==> config.mk <==
export PLATFORM = sky130hd
export DESIGN_NAME = res_err_estimator
export DESIGN_NICKNAME = d
export VERILOG_FILES = /design/src/logic/dsp_pkg.sv /design/src/logic/window_if.sv /design/src/logic/estimate_if.sv /design/src/logic/symbol_history.sv /design/src/logic/channel_filter.sv /design/src/logic/residual_error.sv /design/src/logic/res_err_estimator.sv
export SDC_FILE = /design/constraint.sdc
export NUM_CORES = 2
export LEC_CHECK = 0
export BUFFER_PORTS_ARGS = -buffer_cell sky130_fd_sc_hd__buf_2
export CAP_MARGIN = 20
export CELL_PAD_IN_SITES_DETAIL_PLACEMENT = 0
export CELL_PAD_IN_SITES_GLOBAL_PLACEMENT = 1
export CORE_MARGIN = 2
export CORE_UTILIZATION = 52
export DETAILED_ROUTE_END_ITERATION = 10
export HOLD_SLACK_MARGIN = 0.15
export PLACE_DENSITY_LB_ADDON = 0.2
export SLEW_MARGIN = 10
export SYNTH_ARGS = -nofsm -noshare
export SYNTH_HDL_FRONTEND = slang
export SYNTH_HIERARCHICAL = 1
export SYNTH_SLANG_ARGS = --single-unit
==> constraint.sdc <==
create_clock -name clk -period 23.5 [get_ports clk]
set_input_delay 4.7 -clock clk [delete_from_list [all_inputs] [get_ports clk]]
set_output_delay 4.7 -clock clk [all_outputs]
set_load 0.005 [all_outputs]
==> src/logic/dsp_pkg.sv <==
package dsp_pkg;

    // Lanes per block and taps per lane
    localparam integer channel_width     = 4;
    localparam integer est_channel_depth = 6;

    // PAM4 symbol code
    // 0, 1, 2, 3 stand for the levels -3, -1, +1, +3
    typedef logic [1:0] symbol_t;

    // Measured ADC code
    typedef logic signed [7:0] code_t;

    // Channel response taps and per-lane shift
    typedef logic signed [9:0] tap_t;
    typedef logic        [3:0] shift_t;

    // Six full-scale tap products fit without loss before the shift
    typedef logic signed [15:0] est_code_t;

    // Estimate minus code, one extra bit
    typedef logic signed [16:0] error_t;

    function automatic logic signed [2:0] symbol_level(input symbol_t sym);
        logic signed [2:0] level;
        case (sym)
            2'd0:    level = -3'sd3;
            2'd1:    level = -3'sd1;
            2'd2:    level = 3'sd1;
            default: level = 3'sd3;
        endcase
        return level;
    endfunction

endpackage

==> src/logic/window_if.sv <==
`timescale 1ns/1ps

interface window_if;
    import dsp_pkg::*;

    logic valid;

    // Oldest block in 0..3, middle block in 4..7, newest block in 8..11
    symbol_t window [3*channel_width-1:0];

    // Codes of the middle block
    code_t codes [channel_width-1:0];

    modport source (
        output valid,
        output window,
        output codes
    );

    modport sink (
        input valid,
        input window,
        input codes
    );

endinterface

==> src/logic/estimate_if.sv <==
`timescale 1ns/1ps

interface estimate_if;
    import dsp_pkg::*;

    logic      valid;
    est_code_t est_code [channel_width-1:0];
    code_t     codes    [channel_width-1:0];

    // Symbols the estimates belong to
    symbol_t   symbols  [channel_width-1:0];

    modport source (
        output valid,
        output est_code,
        output codes,
        output symbols
    );

    modport sink (
        input valid,
        input est_code,
        input codes,
        input symbols
    );

endinterface

==> src/logic/symbol_history.sv <==
`timescale 1ns/1ps

module symbol_history (
    input  logic             clk,
    input  logic             reset,
    input  logic             in_valid,
    input  dsp_pkg::symbol_t symbols [dsp_pkg::channel_width-1:0],
    input  dsp_pkg::code_t   codes   [dsp_pkg::channel_width-1:0],
    window_if.source         win
);
    import dsp_pkg::*;

    localparam integer window_size = 3*channel_width;

    // Set once the first block after reset has been seen
    logic  has_prev;

    // Codes of the newest block, waiting for the next strobe
    code_t prev_codes [channel_width-1:0];

    always_ff @(posedge clk) begin
        if (reset) begin
            has_prev  <= 1'b0;
            win.valid <= 1'b0;
        end else begin
            // Middle block only complete once a newer block arrives
            win.valid <= in_valid && has_prev;
            if (in_valid) begin
                has_prev <= 1'b1;
            end
        end
    end

    // Window shift by one block per strobe
    always_ff @(posedge clk) begin
        if (reset) begin
            for (int p = 0; p < window_size; p++) begin
                win.window[p] <= '0;
            end
        end else if (in_valid) begin
            for (int p = 0; p < window_size - channel_width; p++) begin
                win.window[p] <= win.window[p + channel_width];
            end
            for (int i = 0; i < channel_width; i++) begin
                win.window[window_size - channel_width + i] <= symbols[i];
            end
        end
    end

    // Codes follow the middle block, one strobe behind the input
    always_ff @(posedge clk) begin
        if (reset) begin
            for (int i = 0; i < channel_width; i++) begin
                prev_codes[i] <= '0;
                win.codes[i]  <= '0;
            end
        end else if (in_valid) begin
            for (int i = 0; i < channel_width; i++) begin
                prev_codes[i] <= codes[i];
                win.codes[i]  <= prev_codes[i];
            end
        end
    end

    a_win_valid_after_strobe: assert property (
        @(posedge clk) disable iff (reset) win.valid |-> $past(in_valid)
    );

endmodule

==> src/logic/channel_filter.sv <==
`timescale 1ns/1ps

module channel_filter #(
    parameter integer main_cursor_position = 2
) (
    input  logic             clk,
    input  logic             reset,
    window_if.sink           win,
    input  dsp_pkg::tap_t    channel_est   [dsp_pkg::channel_width-1:0]
                                           [dsp_pkg::est_channel_depth-1:0],
    input  dsp_pkg::shift_t  channel_shift [dsp_pkg::channel_width-1:0],
    estimate_if.source       est
);
    import dsp_pkg::*;

    // Window position of lane 0 in the middle block
    localparam integer mid_base = channel_width;

    // Oldest tap must still land inside the window
    localparam integer lowest_pos = mid_base + main_cursor_position - (est_channel_depth - 1);
    localparam integer highest_pos = mid_base + (channel_width - 1) + main_cursor_position;

    est_code_t filt_code [channel_width-1:0];

    initial begin
        assert (lowest_pos >= 0 && highest_pos < 3*channel_width)
            else $error("main_cursor_position %0d does not fit the window",
                        main_cursor_position);
    end

    // Tap k of lane i weighs the symbol k positions before the cursor
    // Taps below main_cursor_position are precursors from later symbols
    always_comb begin
        est_code_t acc;
        for (int i = 0; i < channel_width; i++) begin
            acc = '0;
            for (int k = 0; k < est_channel_depth; k++) begin
                acc = acc + channel_est[i][k]
                    * symbol_level(win.window[mid_base + i + main_cursor_position - k]);
            end
            // Arithmetic shift, rounds toward minus infinity
            filt_code[i] = acc >>> channel_shift[i];
        end
    end

    always_ff @(posedge clk) begin
        if (reset) begin
            est.valid <= 1'b0;
        end else begin
            est.valid <= win.valid;
        end
    end

    always_ff @(posedge clk) begin
        if (win.valid) begin
            for (int i = 0; i < channel_width; i++) begin
                est.est_code[i] <= filt_code[i];
                est.codes[i]    <= win.codes[i];
                est.symbols[i]  <= win.window[mid_base + i];
            end
        end
    end

    a_est_follows_window: assert property (
        @(posedge clk) disable iff (reset) $rose(est.valid) |-> $past(win.valid)
    );

endmodule

==> src/logic/residual_error.sv <==
`timescale 1ns/1ps

module residual_error (
    input  logic             clk,
    input  logic             reset,
    estimate_if.sink         est,
    output logic             out_valid,
    output dsp_pkg::error_t  res_err     [dsp_pkg::channel_width-1:0],
    output dsp_pkg::symbol_t symbols_out [dsp_pkg::channel_width-1:0]
);
    import dsp_pkg::*;

    error_t diff [channel_width-1:0];

    // Sign extended to the error width before the subtraction
    always_comb begin
        for (int i = 0; i < channel_width; i++) begin
            diff[i] = est.est_code[i] - est.codes[i];
        end
    end

    always_ff @(posedge clk) begin
        if (reset) begin
            out_valid <= 1'b0;
        end else begin
            out_valid <= est.valid;
        end
    end

    always_ff @(posedge clk) begin
        if (est.valid) begin
            for (int i = 0; i < channel_width; i++) begin
                res_err[i]     <= diff[i];
                symbols_out[i] <= est.symbols[i];
            end
        end
    end

    // Back-to-back outputs need back-to-back estimates
    a_out_pairs_from_est: assert property (
        @(posedge clk) disable iff (reset)
        out_valid && $past(out_valid) |-> $past(est.valid) && $past(est.valid, 2)
    );

endmodule

==> src/logic/res_err_estimator.sv <==
`timescale 1ns/1ps

module res_err_estimator #(
    parameter integer main_cursor_position = 2
) (
    input  logic             clk,
    input  logic             reset,

    // One block per strobe
    input  logic             in_valid,
    input  dsp_pkg::symbol_t symbols       [dsp_pkg::channel_width-1:0],
    input  dsp_pkg::code_t   codes         [dsp_pkg::channel_width-1:0],

    // Static channel response
    input  dsp_pkg::tap_t    channel_est   [dsp_pkg::channel_width-1:0]
                                           [dsp_pkg::est_channel_depth-1:0],
    input  dsp_pkg::shift_t  channel_shift [dsp_pkg::channel_width-1:0],

    // Results for the block before the latest strobe
    output logic             out_valid,
    output dsp_pkg::error_t  res_err       [dsp_pkg::channel_width-1:0],
    output dsp_pkg::symbol_t symbols_out   [dsp_pkg::channel_width-1:0]
);

    window_if   win_bus ();
    estimate_if est_bus ();

    symbol_history u_symbol_history (
        .clk      (clk),
        .reset    (reset),
        .in_valid (in_valid),
        .symbols  (symbols),
        .codes    (codes),
        .win      (win_bus.source)
    );

    // Estimates one cycle after the window
    channel_filter #(
        .main_cursor_position (main_cursor_position)
    ) u_channel_filter (
        .clk           (clk),
        .reset         (reset),
        .win           (win_bus.sink),
        .channel_est   (channel_est),
        .channel_shift (channel_shift),
        .est           (est_bus.source)
    );

    // Errors one cycle after the estimates
    residual_error u_residual_error (
        .clk         (clk),
        .reset       (reset),
        .est         (est_bus.sink),
        .out_valid   (out_valid),
        .res_err     (res_err),
        .symbols_out (symbols_out)
    );

endmodule

# After elaboration in Yosys (flattened, before gate mapping)
# Memory sizes are Yosys's and may differ from the RTL's. A register that Yosys moved wholly into a read port is not among the register bits.
# Cells that the tools add are included.
totals:
  out_inout_bits: 77
  ramBits: 32
  n_memories: 1
  reg_bits: 206
classes:
  n_addsub: 24
  bitwise: 4
  n_mux: 18
  n_shift: 4
  n_reduce_logical: 10
  multipliers: 24
  eq_ne: 18
mem_list:
  columns: ["name", "words", "width", "rd", "rd_clocked_by_memory_dff", "wr", "line_no", "text"]
  rows:
  - ["u_symbol_history.prev_codes", 4, 8, 4, 4, 4, "symbol_history.sv:19", "code_t prev_codes [channel_width-1:0];"]
ops:
  columns: ["operator", "count"]
  rows:
  - ["$add 16x16->16", 20]
  - ["$mul 10x3->13", 24]
  - ["$pmux 3 s3", 9]
  - ["$sub 16x8->17", 4]
  - ["$sshr 16x4->16", 4]
  - ["$mux 8", 4]
  - ["$eq 2x1->1 const B", 9]
  - ["$eq 2x2->1 const B", 9]
  - ["$logic_not 2->1", 9]
  - ["$mux 1", 5]
  - ["$or 1x1->1", 4]
  - ["$logic_and 1x1->1", 1]

# Logic depth before layout (Yosys ltp)
logic_depth:
  ltp_word: 9
  mapped_depth: 34

# Modules after synthesis
# Netlist, hierarchy kept.
modules_own_cells:
  columns: ["mod", "cells_each", "instances", "area_each_um2", "seq_area_each_um2"]
  rows:
  - ["channel_filter", 3502, 1, 32701.4, 3143.0]
  - ["residual_error", 588, 1, 5815.6, 2302.2]
  - ["symbol_history", 255, 1, 3253.1, 2122.0]

# Least setup slack after synthesis
# Ideal clock, no wire load.
synth_path:
  path_kind: "in2reg"
  start: "input port channel_est[1] (netlist name)"
  end: "register u_channel_filter.est.est_code[0] (data pin)"
  cell_stages: 31
  setup_slack_ns: 10.879
  setup_ns: 0.174
  n_path_buf: 1
  t_arrival_ns: 12.446
  cell_sequence: "and2_1 fa_1 inv_1 fa_1 fa_1 fa_1 inv_1 ha_1 a21o_1 a21oi_1 nand2b_1 a21boi_0 o311a_1 or3_1 o311a_1 xor2_1 ha_1 fa_1 inv_1 fa_1 fa_1 inv_1 ha_1 a21oi_1 nand2_1 o21ai_2 mux2i_1 and2_1 buf_2 mux4_2 a311oi_1"
synth_rtl:
  columns: ["item", "line_no", "text"]
  rows:
  - ["start, declared", "res_err_estimator.sv:15", "input dsp_pkg::tap_t channel_est [dsp_pkg::channel_width-1:0]"]
  - ["end signal, assigned by index", "channel_filter.sv:57", "est.est_code[i] <= filt_code[i];"]
  - ["end, declared", "estimate_if.sv:15", "output est_code,"]

==> results.sh <==
export IMPL_outcome="complete, no violations"
export IMPL_fill_cells=7118
export IMPL_post_cts_resized=0
export IMPL_cp_end_kind="flip-flop"
export IMPL_synthCells=4339
export IMPL_synthesis_nets=5670
export IMPL_hpwlAfterDp_um=90300
export IMPL_cts_sinks=270
export IMPL_max_freq_mhz=78.7
export IMPL_crit_top_cell="fa_1"
export IMPL_rsz0062_at_grt="no"
export IMPL_place_ws_ns=10.25
export IMPL_critPathLaunch="channel_est[1]"
export IMPL_final_setup_skew_ns=0.0239
export IMPL_clockRootBuffer="clkbuf_16"
export IMPL_postRouteAntennaNets=0
export IMPL_tightest_slew_ns=1.04
export IMPL_startpoint_type="input pin"
export IMPL_final_hold_viol_count=0
export IMPL_crit_reg2reg_launch="u_symbol_history/win.window[13]"
export IMPL_busiest_layer="met2"
export IMPL_start_util=0.527
export IMPL_grt_pass1_wl_um=167000
export IMPL_fin_ws_ns=10.80
export IMPL_synth_cell_area_um2=41700
export IMPL_crit_required_ns=23.89
export IMPL_numPortBuffers=375
export IMPL_crit_arrival_ns=13.09
export IMPL_hp_class="flip-flop to flip-flop"
export IMPL_slowest_stage="fa_1"
export IMPL_tns_ns=0
export IMPL_vias_per_cell=5.33
export IMPL_grt_max_degree=78
export IMPL_maxCapViolCount=0
export IMPL_use_met2=0.409
export IMPL_crit_fanout=10
export IMPL_place_congestion=0.926
export IMPL_core_region_area_um2=79100
export IMPL_cts_tree="done"
export IMPL_route_detailed_wl_per_inst_um=18.8
export IMPL_fin_cells=5717
export IMPL_period_needed_ns=12.70
export IMPL_finalWirelength_um=107000
export IMPL_dp_cells=5651
export IMPL_drc=0
export IMPL_critical_path_buf_inv_count=5
export IMPL_insertion_delay_ns=0.56
export IMPL_grt_pass1_vias=30700
export IMPL_cp_slowest_stage_delay_ns=0.57
export IMPL_grt_overflow_total=0
export IMPL_vias=30500
export IMPL_hold_start="u_channel_filter/est.symbols[5]"
export IMPL_track_usage=0.262
export IMPL_postCtsHoldBufs=0
export IMPL_dieArea_um2=82500
export IMPL_antenna_found_initial=52
export IMPL_finalMaxSlewViolations=0
export IMPL_dr_pass1_iters=5
export IMPL_path_clk_slew_ns=0.07
export IMPL_critPathTopFamily="adder cells"
export IMPL_numCtsBuffers=26
export IMPL_rows=103
export IMPL_max_slew_margin=0.307
export IMPL_fp_dieW_um=287
export IMPL_cts_buffer_depth=3
export IMPL_io_pins=376
export IMPL_post_cts_buffers=0
export IMPL_whs_ns=0.421
export IMPL_drive_gt1_frac=0.120
export IMPL_syn_to_final_growth_pct=8.94
export IMPL_met3_usage=0.0473
export IMPL_htreeDepth=1
export IMPL_path_class="input pin to flip-flop"
export IMPL_drtIter0Drc=1729
export IMPL_min_period_over_period=0.540
export IMPL_die_y_um=287
export IMPL_fin_nets=5960
export IMPL_setup_violations=0
export IMPL_grt_util_met1=0.380
export IMPL_syn_avg_cell_area_um2=9.61
export IMPL_synth_warnings=6
## through the flow
stage                     utilization  area, um^2
final                           0.574       45400
after global routing            0.574       45400
after CTS                       0.574       45400
after detailed placement        0.562       44500
after global placement          0.562       44500
after floorplan                     -       41700
## state kept, by name, summed over array words and instances (netlist names)
name and cells:
u_channel_filter/est.codes 32, u_channel_filter/est.est_code 64, u_channel_filter/est.symbols 8, u_channel_filter/est.valid 1, u_residual_error/out_valid 1, u_residual_error/res_err 68
u_residual_error/symbols_out 8, u_symbol_history/has_prev 1, u_symbol_history/prev_codes 32, u_symbol_history/win.codes 32, u_symbol_history/win.valid 1, u_symbol_history/win.window 22
## layout by cell type, fill, tap and decap left out, types with 44 or more instances in the layout
master and count:
inv_1 980, fa_1 685, buf_2 374, nand2_1 359, ha_1 347, nor2_1 266, edfxtp_1 212, a21oi_1 149
and2_1 138, o21ai_0 107, xnor2_1 96, mux2i_1 86, or2_2 51, nor3_1 51, dfxtp_1 50, a211oi_1 44
## worst paths after layout
kind | end | slack (ns) | cells past startpoint
min reg2reg | u_residual_error/symbols_out[5] | 0.42 | 0
max reg2reg | u_channel_filter/est.est_code[19] | 14.28 | 29
max | u_channel_filter/est.est_code[0] | 10.80 | 31
min | u_residual_error/symbols_out[5] | 0.42 | 0
## per-layer routing
metal,wire [um],share of wire,vias to the layer above
met5,304,0.0028,-
met4,2530,0.024,52
met3,7310,0.068,158
met2,47200,0.44,831
met1,50000,0.47,15000
li1,-,-,14500
## final cells by class
type	instances	area, um^2	share of cell area
Inverter	984	3700	0.0814
Clock inverter	8	82.6	0.00182
Tap cell	1050	1310	0.0289
Sequential cell	270	7540	0.166
Timing Repair Buffer	399	2060	0.0453
Clock buffer	40	806	0.0177
Multi-Input combinational cell	2948	29900	0.658
Antenna cell	18	45.0	0.000991
Power is left out: the tool's default activity adds up to more than one toggle a clock period on the data nets, which glitch-free logic cannot reach.
